`config.mk`:
```
export PLATFORM = sky130hd
export DESIGN_NAME = extern_handle
export DESIGN_NICKNAME = d
export VERILOG_FILES = /design/src/tpu_ctrl_pkg.sv /design/src/tpu_data_pkg.sv /design/src/extern_handle.sv /design/src/ring_buffer.sv
export SDC_FILE = /design/constraint.sdc
export NUM_CORES = 1
export LEC_CHECK = 0
export ABC_AREA = 1
export BUFFER_PORTS_ARGS = -buffer_cell sky130_fd_sc_hd__buf_2
export CAP_MARGIN = 10
export CORE_MARGIN = 5
export CORE_UTILIZATION = 40
export DETAILED_ROUTE_END_ITERATION = 6
export MAX_ROUTING_LAYER = met4
export PLACE_DENSITY = 0.6
export SLEW_MARGIN = 0
export SYNTH_ARGS = -nofsm -noshare
export SYNTH_HDL_FRONTEND = slang
export SYNTH_SLANG_ARGS = --single-unit
```
`constraint.sdc`:
```
create_clock -name clock -period 2.65 [get_ports clock]
set_input_delay 0.1325 -clock clock [delete_from_list [all_inputs] [get_ports clock]]
set_output_delay 0.1325 -clock clock [all_outputs]
set_load 0.02 [all_outputs]
```
`src/tpu_ctrl_pkg.sv`:
```
// Controller state encodings only; one transfer in flight, no notify states

package tpu_ctrl_pkg;

	// Host service, one state per header word after the stride
	typedef enum logic [2:0] {
		FSM_EXTERN_INIT,
		FSM_EXTERN_RECV_LENGTH,
		FSM_EXTERN_RECV_BASE,
		FSM_EXTERN_RECV_SET,
		FSM_EXTERN_RUN
	} fsm_extern_t;

	// Store side of the handler
	typedef enum logic [1:0] {
		FSM_EXTERN_ST_INIT,
		FSM_EXTERN_ST_BUFF,		// Collecting host words, no grant yet
		FSM_EXTERN_ST_RUN
	} fsm_extern_st_t;

	// Load side of the handler
	typedef enum logic [1:0] {
		FSM_EXTERN_LD_INIT,
		FSM_EXTERN_LD_WAIT,		// Config sent, waiting for grant
		FSM_EXTERN_LD_RUN
	} fsm_extern_ld_t;

	// Data-memory port
	typedef enum logic [1:0] {
		FSM_MEM_IDLE,
		FSM_MEM_GRANT,
		FSM_MEM_XFER
	} fsm_mem_t;

endpackage

```
`src/tpu_data_pkg.sv`:
```
// Header fields use only the low 16 bits of a 32-bit host word, so addresses and lengths stop at 65535

package tpu_data_pkg;

	////////////////////////////////////////
	// Widths

	localparam int WIDTH_DATA   = 32;
	localparam int WIDTH_ADDR   = 16;
	localparam int WIDTH_STRIDE = 16;

	////////////////////////////////////////
	// Word types

	// One word on the host port or in data memory
	typedef logic [WIDTH_DATA-1:0]   data_t;

	// Word address or transfer length
	typedef logic [WIDTH_ADDR-1:0]   address_t;

	// Address step, the load/store flag in bit 31 never reaches it
	typedef logic [WIDTH_STRIDE-1:0] stride_t;

endpackage
```
`src/extern_handle.sv`:
```
// Length must not exceed BUFF_SIZE and the host must accept each load word as it appears

module extern_handle
	import tpu_data_pkg::*;
	import tpu_ctrl_pkg::*;
#(
	parameter int BUFF_SIZE = 16
)(
	input  logic     clock,
	input  logic     reset,
	input  logic     in_req,
	input  data_t    in_data,
	input  logic     in_rls,
	output logic     out_req,
	output data_t    out_data,
	output logic     out_rls,
	output logic     ld_req,
	output address_t ld_length,
	output stride_t  ld_stride,
	output address_t ld_base,
	input  logic     ld_grant,
	input  data_t    ld_data,
	input  logic     ld_valid,
	input  logic     ld_term,
	output logic     st_req,
	output address_t st_length,
	output stride_t  st_stride,
	output address_t st_base,
	input  logic     st_grant,
	output data_t    st_data,
	input  logic     st_term,
	output logic     mem_rls
);

	localparam int WIDTH_BUFF = $clog2(BUFF_SIZE);

	fsm_extern_t    serv_state;
	fsm_extern_st_t st_state;
	fsm_extern_ld_t ld_state;

	logic     is_load;			// Bit 31 of the stride word
	stride_t  r_stride;
	address_t r_length;
	address_t r_base;
	address_t delivered;		// Load words handed to the host

	logic                config_set;
	logic                st_take;
	logic                st_drain;
	logic                ld_take;
	logic                buf_we;
	logic                buf_re;
	logic                buf_full;
	logic                buf_empty;
	data_t               buf_wr_data;
	data_t               buf_rd_data;
	logic [WIDTH_BUFF:0] buf_count;

	////////////////////////////////////////
	// Memory-side config

	assign config_set = serv_state == FSM_EXTERN_RECV_SET;

	assign ld_req    = config_set & is_load;
	assign ld_length = r_length;
	assign ld_stride = r_stride;
	assign ld_base   = r_base;

	assign st_req    = (config_set & ~is_load) | st_drain;	// Config pulse, then data strobes
	assign st_length = r_length;
	assign st_stride = r_stride;
	assign st_base   = r_base;
	assign st_data   = buf_rd_data;

	// Abort only reaches memory while a transfer is live
	assign mem_rls = in_rls & ((st_state != FSM_EXTERN_ST_INIT) | (ld_state != FSM_EXTERN_LD_INIT));

	////////////////////////////////////////
	// Buffer steering

	assign st_take  = in_req & ((st_state == FSM_EXTERN_ST_BUFF) | (st_state == FSM_EXTERN_ST_RUN));
	assign st_drain = (st_state == FSM_EXTERN_ST_RUN) & ~buf_empty;
	assign ld_take  = ld_valid & (ld_state == FSM_EXTERN_LD_RUN);

	assign buf_we      = (st_take | ld_take) & ~buf_full;
	assign buf_re      = st_drain | out_req;
	assign buf_wr_data = is_load ? ld_data : in_data;

	assign out_req  = (ld_state == FSM_EXTERN_LD_RUN) & (buf_count != '0);
	assign out_data = buf_rd_data;
	assign out_rls  = out_req & (delivered == r_length - 1'b1);

	// Header capture, one field per host word
	always_ff @(posedge clock) begin
		if (in_req && serv_state == FSM_EXTERN_INIT) begin
			r_stride <= stride_t'(in_data);
		end
		if (in_req && serv_state == FSM_EXTERN_RECV_LENGTH) begin
			r_length <= address_t'(in_data);
		end
		if (in_req && serv_state == FSM_EXTERN_RECV_BASE) begin
			r_base <= address_t'(in_data);
		end
	end

	always_ff @(posedge clock) begin
		if (reset) begin
			is_load   <= 1'b0;
			delivered <= '0;
		end else begin
			if (in_req && serv_state == FSM_EXTERN_INIT) begin
				is_load <= in_data[WIDTH_DATA-1];
			end
			if (config_set) begin
				delivered <= '0;
			end else if (out_req) begin
				delivered <= delivered + 1'b1;
			end
		end
	end

	////////////////////////////////////////
	// Controllers

	always_ff @(posedge clock) begin
		if (reset || in_rls) begin
			serv_state <= FSM_EXTERN_INIT;
		end else begin
			unique case (serv_state)
				FSM_EXTERN_INIT:        if (in_req) serv_state <= FSM_EXTERN_RECV_LENGTH;
				FSM_EXTERN_RECV_LENGTH: if (in_req) serv_state <= FSM_EXTERN_RECV_BASE;
				FSM_EXTERN_RECV_BASE:   if (in_req) serv_state <= FSM_EXTERN_RECV_SET;
				FSM_EXTERN_RECV_SET:    serv_state <= FSM_EXTERN_RUN;
				FSM_EXTERN_RUN:         if (ld_term || st_term) serv_state <= FSM_EXTERN_INIT;
				default:                serv_state <= FSM_EXTERN_INIT;
			endcase
		end
	end

	// Store enters BUFF with the base word so a data word in RECV_SET is kept
	always_ff @(posedge clock) begin
		if (reset || in_rls) begin
			st_state <= FSM_EXTERN_ST_INIT;
		end else begin
			unique case (st_state)
				FSM_EXTERN_ST_INIT: begin
					if (in_req && serv_state == FSM_EXTERN_RECV_BASE && !is_load) begin
						st_state <= FSM_EXTERN_ST_BUFF;
					end
				end
				FSM_EXTERN_ST_BUFF: if (st_grant) st_state <= FSM_EXTERN_ST_RUN;
				FSM_EXTERN_ST_RUN:  if (st_term) st_state <= FSM_EXTERN_ST_INIT;
				default:            st_state <= FSM_EXTERN_ST_INIT;
			endcase
		end
	end

	// Load stays in RUN until the last word leaves, after the service is done
	always_ff @(posedge clock) begin
		if (reset || in_rls) begin
			ld_state <= FSM_EXTERN_LD_INIT;
		end else begin
			unique case (ld_state)
				FSM_EXTERN_LD_INIT: if (ld_req) ld_state <= FSM_EXTERN_LD_WAIT;
				FSM_EXTERN_LD_WAIT: if (ld_grant) ld_state <= FSM_EXTERN_LD_RUN;
				FSM_EXTERN_LD_RUN:  if (out_rls) ld_state <= FSM_EXTERN_LD_INIT;
				default:            ld_state <= FSM_EXTERN_LD_INIT;
			endcase
		end
	end

	ring_buffer #(
		.BUFF_SIZE (BUFF_SIZE)
	) ring_buffer_inst (
		.clock   (clock),
		.reset   (reset),
		.we      (buf_we),
		.re      (buf_re),
		.clear   (in_rls),		// Abort drops buffered words
		.wr_data (buf_wr_data),
		.rd_data (buf_rd_data),
		.full    (buf_full),
		.empty   (buf_empty),
		.count   (buf_count)
	);

endmodule

```
`src/ring_buffer.sv`:
```
// BUFF_SIZE must be at least 2; writes while full and reads while empty are dropped, clear wins

module ring_buffer
	import tpu_data_pkg::*;
#(
	parameter int BUFF_SIZE = 16
)(
	input  logic                       clock,
	input  logic                       reset,
	input  logic                       we,
	input  logic                       re,
	input  logic                       clear,
	input  data_t                      wr_data,
	output data_t                      rd_data,
	output logic                       full,
	output logic                       empty,
	output logic [$clog2(BUFF_SIZE):0] count
);

	localparam int WIDTH_BUFF = $clog2(BUFF_SIZE);

	data_t                 mem [BUFF_SIZE];
	logic [WIDTH_BUFF-1:0] wr_ptr;
	logic [WIDTH_BUFF-1:0] rd_ptr;
	logic                  do_wr;
	logic                  do_rd;

	assign full    = count == (WIDTH_BUFF+1)'(BUFF_SIZE);
	assign empty   = count == '0;
	assign do_wr   = we & ~full;
	assign do_rd   = re & ~empty;
	assign rd_data = mem[rd_ptr];		// Oldest word

	always_ff @(posedge clock) begin
		if (do_wr) begin
			mem[wr_ptr] <= wr_data;
		end
	end

	// Pointers wrap at BUFF_SIZE, which need not be a power of two
	always_ff @(posedge clock) begin
		if (reset || clear) begin
			wr_ptr <= '0;
			rd_ptr <= '0;
			count  <= '0;
		end else begin
			if (do_wr) begin
				wr_ptr <= (wr_ptr == WIDTH_BUFF'(BUFF_SIZE-1)) ? '0 : wr_ptr + 1'b1;
			end
			if (do_rd) begin
				rd_ptr <= (rd_ptr == WIDTH_BUFF'(BUFF_SIZE-1)) ? '0 : rd_ptr + 1'b1;
			end
			count <= count + (WIDTH_BUFF+1)'(do_wr) - (WIDTH_BUFF+1)'(do_rd);
		end
	end

endmodule

```
==> reports/qor.yml, run 1 <==
route:
  drtPass1Iterations: 5
  drc: 0
  via_count: 16210
  drt_iter0_markers: 1117
  wl_per_cell_um: 20.63
  vias_per_cell: 5.166
  routed_wl_mm: 64.72
  detail-route-antenna-nets: 0
grt:
  grt_pass1_wl_mm: 97.79
  grt_max_degree: 89
  grt_pass1_vias: 16570
  track_usage_pct: 18.45
  antenna_found_initial: 0
  gr-total-overflow: 0
clocking:
  numCtsBuffers: 58
  cts_buffer_depth: 3
  clk_pin_slew_ns: 0.06
  root_buffer: "clkbuf_16"
  cts_tree: "built"
  htree_levels: 2
  clk_latency_ns: 0.62
  clkSinkCount: 601
critical_path:
  critPathTopFamily: "simple AND/OR/NAND/NOR gates"
  max_stage_delay_ns: 0.51
  path_class: "reg2out"
  required_ns: 2.52
  critPathMaxFanout: 6
  crit_chain: "nor2_1 -> nand2_2 -> o21ai_1 -> nand2_1 -> nand2_1 -> nand3_1 -> nand3b_1 -> nor3_2 -> buf_4"
  slowest_stage: "edfxtp_1"
  cp-end-kind: "output port"
  crit_top_cell: "nand2_1"
  cp.arrival_ns: 2.42
  path_buf_inv: 1
  start_kind: "register"
finish:
  fin_nets: 2335
  layout-drive-gt1-share_pct: 20.52
  nFillCells: 5662
  register_area_um2: 17650
  multi_input_area_um2: 6300
  final_util_pct: 47.57
  area_growth_syn_to_layout_pct: 17.42
  final_cells: 3138
floorplan:
  core_um2: 63310
  die_x_um: 263.2
  start_util_pct: 40.51
  die_y_um: 263.2
  rows: 92
  ios: 238
  dieArea_um2: 69280
placed_design:
  io_buffers: 237
  placed_cells: 2990
  place_congestion: 0.8347
  dp_hpwl_mm: 39.36
sta:
  max_freq_mhz: 392.1
  hold_viol: 0
  finalCritPeriodShare_pct: 96.24
  maxSlewHeadroom_pct: 53.42
  drv_slew: 0
  rsz0062_at_grt: "true"
  holdWs_ns: 0.1339
  period_needed_ns: 2.550
  setup_viol: 0
  skew_ns: 0.02352
  worst_slew_pin_slew_ns: 0.6971
synth:
  syn_nets: 2108
  syn_avg_cell_area_um2: 12.72
  yosysTopAreaCellShare_pct: 65.57
  synthFlopType: "edfxtp_1"
  synthArstFlopShare_pct: 0
  syn_inst: 2016
  ys_seq_area_share_pct: 68.77
  synth_cell_types: 42
  synth.area.top_cells: "edfxtp_1 66%, mux2i_1 5.0%, o211ai_1 3.7%, nand2_1 3.2%, dfxtp_1 3.2%"
  synth-seq-cells: 601
  yosys.area.top_type: "edfxtp_1"
  netlist_area_um2: 25650
  synth_edf_count: 560
  yosysWarningCount: 0
hold_path:
  hold_path_class: "in2reg"
power:
  pwr-share-clk_pct: 41.7
  combPwrFrac_pct: 3.3
  p_seq_share_pct: 55.0
  leakage_nw: 10.53
  p_int_w: 0.01519
  p_sw_w: 0.003976
  power_w: 0.01917
  power_density_nw_per_um2: 636.5
  swShare_pct: 20.74
  ir_drop_mv: 0.4797
outcome:
  status: "finished clean"
flow_run:
  maxCapViolations: 0
registers in the layout, indices dropped and copies added (netlist names), 2 cells and up, named ones only:
| name | flops |
|---|---|
| serv_state | 3 |
| st_state | 2 |
| ring_buffer_inst.wr_ptr | 4 |
| ring_buffer_inst.mem | 512 |
| ld_state | 2 |
| ld_stride | 16 |
| ring_buffer_inst.rd_ptr | 4 |
| delivered | 16 |
| ring_buffer_inst.count | 5 |
| ld_length | 16 |
| ld_base | 16 |
worst reg2reg max path: stages, from the launching register on:
cell     delay (ns)
dfxtp_1        0.36
inv_1          0.11
ha_1           0.30
a22o_1         0.23
nand2_1        0.10
inv_2          0.09
ha_1           0.24
fa_1           0.44
nand2_1        0.08
a21oi_1        0.06
nor2_1         0.12
o21ai_0        0.09
a21oi_1        0.11
cells in the final DEF, fill, tap and decap left out, types with 5 or more instances in the layout:
cell and instances:
edfxtp_1 560, buf_2 236, nand2_1 217, inv_1 181, a21oi_1 155, o211ai_1 128
mux2i_1 127, o21ai_0 118, clkbuf_16 64, o21ai_1 61, nand3_1 60, nor2_1 55
buf_4 55, dfxtp_1 35, dlygate4sd3_1 25, buf_12 22, nor2_4 20, ha_1 17
clkinv_1 15, clkbuf_1 15, inv_2 12, xor2_1 11, clkinv_2 10, xnor2_1 9
nand2_2 7, nor2_2 7, nor3_1 7, nand3b_1 6, clkbuf_8 5
area by class of cell:
class	instances	area share, %
Tap cell	846	3.515
Inverter	198	2.501
Clock buffer	79	5.318
Antenna cell	1	0.008309
Multi-Input combinational cell	1036	20.92
Clock inverter	29	0.7728
Timing Repair Buffer	348	8.351
Sequential cell	601	58.61
synth_stat cells (10+ instances only):
master      n
edfxtp_1  560
nand2_1   220
inv_1     184
a21oi_1   155
mux2i_1   128
o211ai_1  128
o21ai_0   119
buf_4      85
nor2_1     75
nand3_1    61
o21ai_1    61
clkbuf_1   57
dfxtp_1    41
ha_1       18
buf_2      17
buf_6      16
xor2_1     11
inv_2      10
stage by stage:
stage | setup slack (ns) | area (um^2) | setup TNS, ns
final | 0.09962 | 30120 | 0
after detailed placement | 0.2710 | 27690 | 0
after floorplan | -0.2804 | 25650 | -109.01
after CTS | -0.02369 | 29870 | -0.02369
after global routing | -0.1112 | 30110 | -0.1231
after global placement | 0.2704 | 27690 | 0
path summary, 6_finish.rpt:
check | depth (start not counted) | to | from | slack, ns
worst max-delay path | 9 | out_rls | ld_length[3] | 0.1
worst min-delay path | 5 | serv_state[0] | in_req | 0.13
worst max register to register | 12 | ring_buffer_inst.count[4] | st_state[0] | 0.25
worst min register to register | 1 | register | ring_buffer_inst.rd_ptr[3] | 0.49
metal layers:
layer  vias up  track usage [%]  wire (um)
li1       7643                -          -
met3        77            3.128       4128
met4         0            3.754       1055
met5         -                -          0
met2       497            30.56      31540
met1      7993            24.36      28000
timing repair:
item / 4_1_cts / 5_1_grt
hold buffers: 25 / 0
gates cloned: 0 / 5
endpoints found under the setup margin: 25 / 19
endpoints found under the hold margin: 67 / 0
setup buffers: 7 / 3
resized for setup: 4 / 28
pin swaps: 0 / 4
power by group through the flow:
stage                     clock network [W]  logic, W  registers (W)
final                               0.00799  0.000630         0.0105
after global routing                0.00852  0.000703         0.0105
after CTS                           0.00813  0.000641         0.0105
after detailed placement                  0  0.000609         0.0108
after global placement                    0  0.000594         0.0107
after floorplan                           0  0.000299         0.0108
cell families after synthesis:
group / after synthesis / share of synthesized area [%]
xor+xnor: 20 / 0.6830
flops: 601 / 68.77
mux: 128 / 4.996
fa+ha+maj: 19 / 0.9562
simple gates: 394 / 6.576
compound gates: 475 / 10.64
buf+inv: 379 / 7.386
No activity file was read; power rests on OpenSTA's default activity.
==> run 2, diff against run 1 <==
--- a/config.mk
+++ b/config.mk
@@ -8,11 +8,14 @@
 export ABC_AREA = 1
 export BUFFER_PORTS_ARGS = -buffer_cell sky130_fd_sc_hd__buf_2
 export CAP_MARGIN = 10
+export CELL_PAD_IN_SITES_DETAIL_PLACEMENT = 1
+export CELL_PAD_IN_SITES_GLOBAL_PLACEMENT = 2
 export CORE_MARGIN = 5
-export CORE_UTILIZATION = 40
+export CORE_UTILIZATION = 37
 export DETAILED_ROUTE_END_ITERATION = 6
 export MAX_ROUTING_LAYER = met4
-export PLACE_DENSITY = 0.6
+export PLACE_DENSITY = 0.76
+export SKIP_CTS_REPAIR_TIMING = 1
 export SLEW_MARGIN = 0
 export SYNTH_ARGS = -nofsm -noshare
 export SYNTH_HDL_FRONTEND = slang
==> reports/qor.yml, run 2 (synthesis gave the netlist of run 1 again) <==
floorplan:
  die_y_um: 273.3
  ios: 238
  rows: 96
  dieArea_um2: 74680
  core_um2: 68710
  start_util_pct: 37.33
  die_x_um: 273.3
route:
  drt_iter0_markers: 1047
  via_count: 16620
  drtPass1Iterations: 5
  vias_per_cell: 5.134
  wl_per_cell_um: 21.91
  routed_wl_mm: 70.95
  detail-route-antenna-nets: 0
  drc: 0
critical_path:
  start_kind: "register"
  cp-end-kind: "output port"
  reg2reg_depth: 14
  critPathMaxFanout: 3
  cp.arrival_ns: 2.54
  required_ns: 2.52
  worst-r2r-setup-slack_ns: 0.18
  path_class: "reg2out"
clocking:
  root_buffer: "clkbuf_16"
  cts_buffer_depth: 3
  cts_tree: "built"
  clk_latency_ns: 0.64
  numCtsBuffers: 61
  clk_pin_slew_ns: 0.06
  htree_levels: 2
  clkSinkCount: 601
grt:
  grt_pass1_wl_mm: 106.1
  gr-total-overflow: 0
  grt_pass1_vias: 17540
  grt_max_degree: 89
  antenna_found_initial: 2
  track_usage_pct: 18.90
placed_design:
  dp_hpwl_mm: 43.80
  io_buffers: 237
  place_congestion: 0.8057
  dpl_worst_slack_ns: 0.07593
outcome:
  status: "finished, violations left"
  violations: "hold timing, setup timing"
flow_run:
  maxCapViolations: 0
sta:
  finalWorstSetupSlack_ns: -0.02619
  skew_ns: 0.01971
  setup_viol: 1
  max_freq_mhz: 373.7
  drv_slew: 0
  period_needed_ns: 2.676
  finalCritPeriodShare_pct: 101.0
  rsz0062_at_grt: "true"
  holdWs_ns: -0.03213
  worst_slew_pin_slew_ns: 0.7255
  maxSlewHeadroom_pct: 51.52
  hold_viol: 2
finish:
  fin_nets: 2351
  layout-drive-gt1-share_pct: 21.28
  final_common_cell: "edfxtp_1"
  num_antenna_cells: 0
  final_cell_mix: "560 x edfxtp_1, 236 x buf_2, 219 x nand2_1"
  largest_reg_flops: 512
  area_growth_syn_to_layout_pct: 18.44
  top_register: "ring_buffer_inst.mem"
power:
  ir_drop_mv: 0.6075
  leakage_nw: 10.66
  power_density_nw_per_um2: 647.9
hold_path:
  whs_path_depth: 3
  hold_path_class: "in2reg"
-- run 2: cell types whose count changed in the layout (fill, tap and decap cells not counted), moves of 3 or more --
cell / before / now
dlygate4sd3_1: 25 / 22
clkinv_2: 10 / 13
buf_4: 55 / 76
nor2_2: 7 / 4
clkbuf_16: 64 / 61
buf_12: 22 / 25
bufinv_16: 3 / 6
clkbuf_1: 15 / 12
nand2_2: 7 / 3
-- run 2: cell type report --
cell class	count	area (um^2)
well taps	931	1165
fillers	7239	38330
clock inverters	35	344.1
flip-flops and latches	601	17650
multi-input cells	1036	6332
repair buffers	361	2515
inverters	198	755.7
clock buffers	76	1613
-- run 2: report_power, final --
part | total, W | internal, W | leakage [nW] | switching [W]
Sequential | 0.0105 | 0.0105 | 5.39 | 0.0000207
Clock | 0.00850 | 0.00488 | 0.963 | 0.00362
Combinational | 0.000635 | 0.000148 | 4.31 | 0.000487
Total | 0.0197 | 0.0156 | 10.7 | 0.00413
-- run 2: worst max-delay path, stage by stage, from the launching register on --
cell and delay (ns):
edfxtp_1 0.43, inv_2 0.11, ha_4 0.16, nand2_4 0.06
nor2_4 0.15, nand3_2 0.11, nor3_2 0.11, nand2_1 0.08
nand2_1 0.07, nand3_1 0.08, nor2_1 0.09, nand2_1 0.06
nor3_2 0.20, buf_4 0.17
-- run 2: final timing paths --
kind	start	end
worst max-delay path	ld_length[0]	out_rls
worst min-delay path	st_grant	st_state[0]
worst max register to register	ring_buffer_inst.count[2]	ring_buffer_inst.count[4]
worst min register to register	ring_buffer_inst.rd_ptr[3]	register
-- run 2: metrics by stage --
step                cells   TNS, ns  instance area, um^2  util, %  power [W]
CTS                  3191    -5.436                29840    43.44    0.01984
detailed placement   3080         0                27890    40.59    0.01136
finish               3238  -0.02619                30380    44.21    0.01968
global route         3238   -0.1945                30380    44.21    0.02033
global placement     3080         0                27890    40.59    0.01133
floorplan            2016   -109.01                25650        -    0.01107
-- run 2: metal layers --
metal	track usage, %	vias to the layer above	share of wire [%]
li1	-	7662	-
met1	24.23	8428	43
met2	31.91	421	50
met3	2.700	113	4.8
met4	4.792	0	2.3
met5	-	-	0
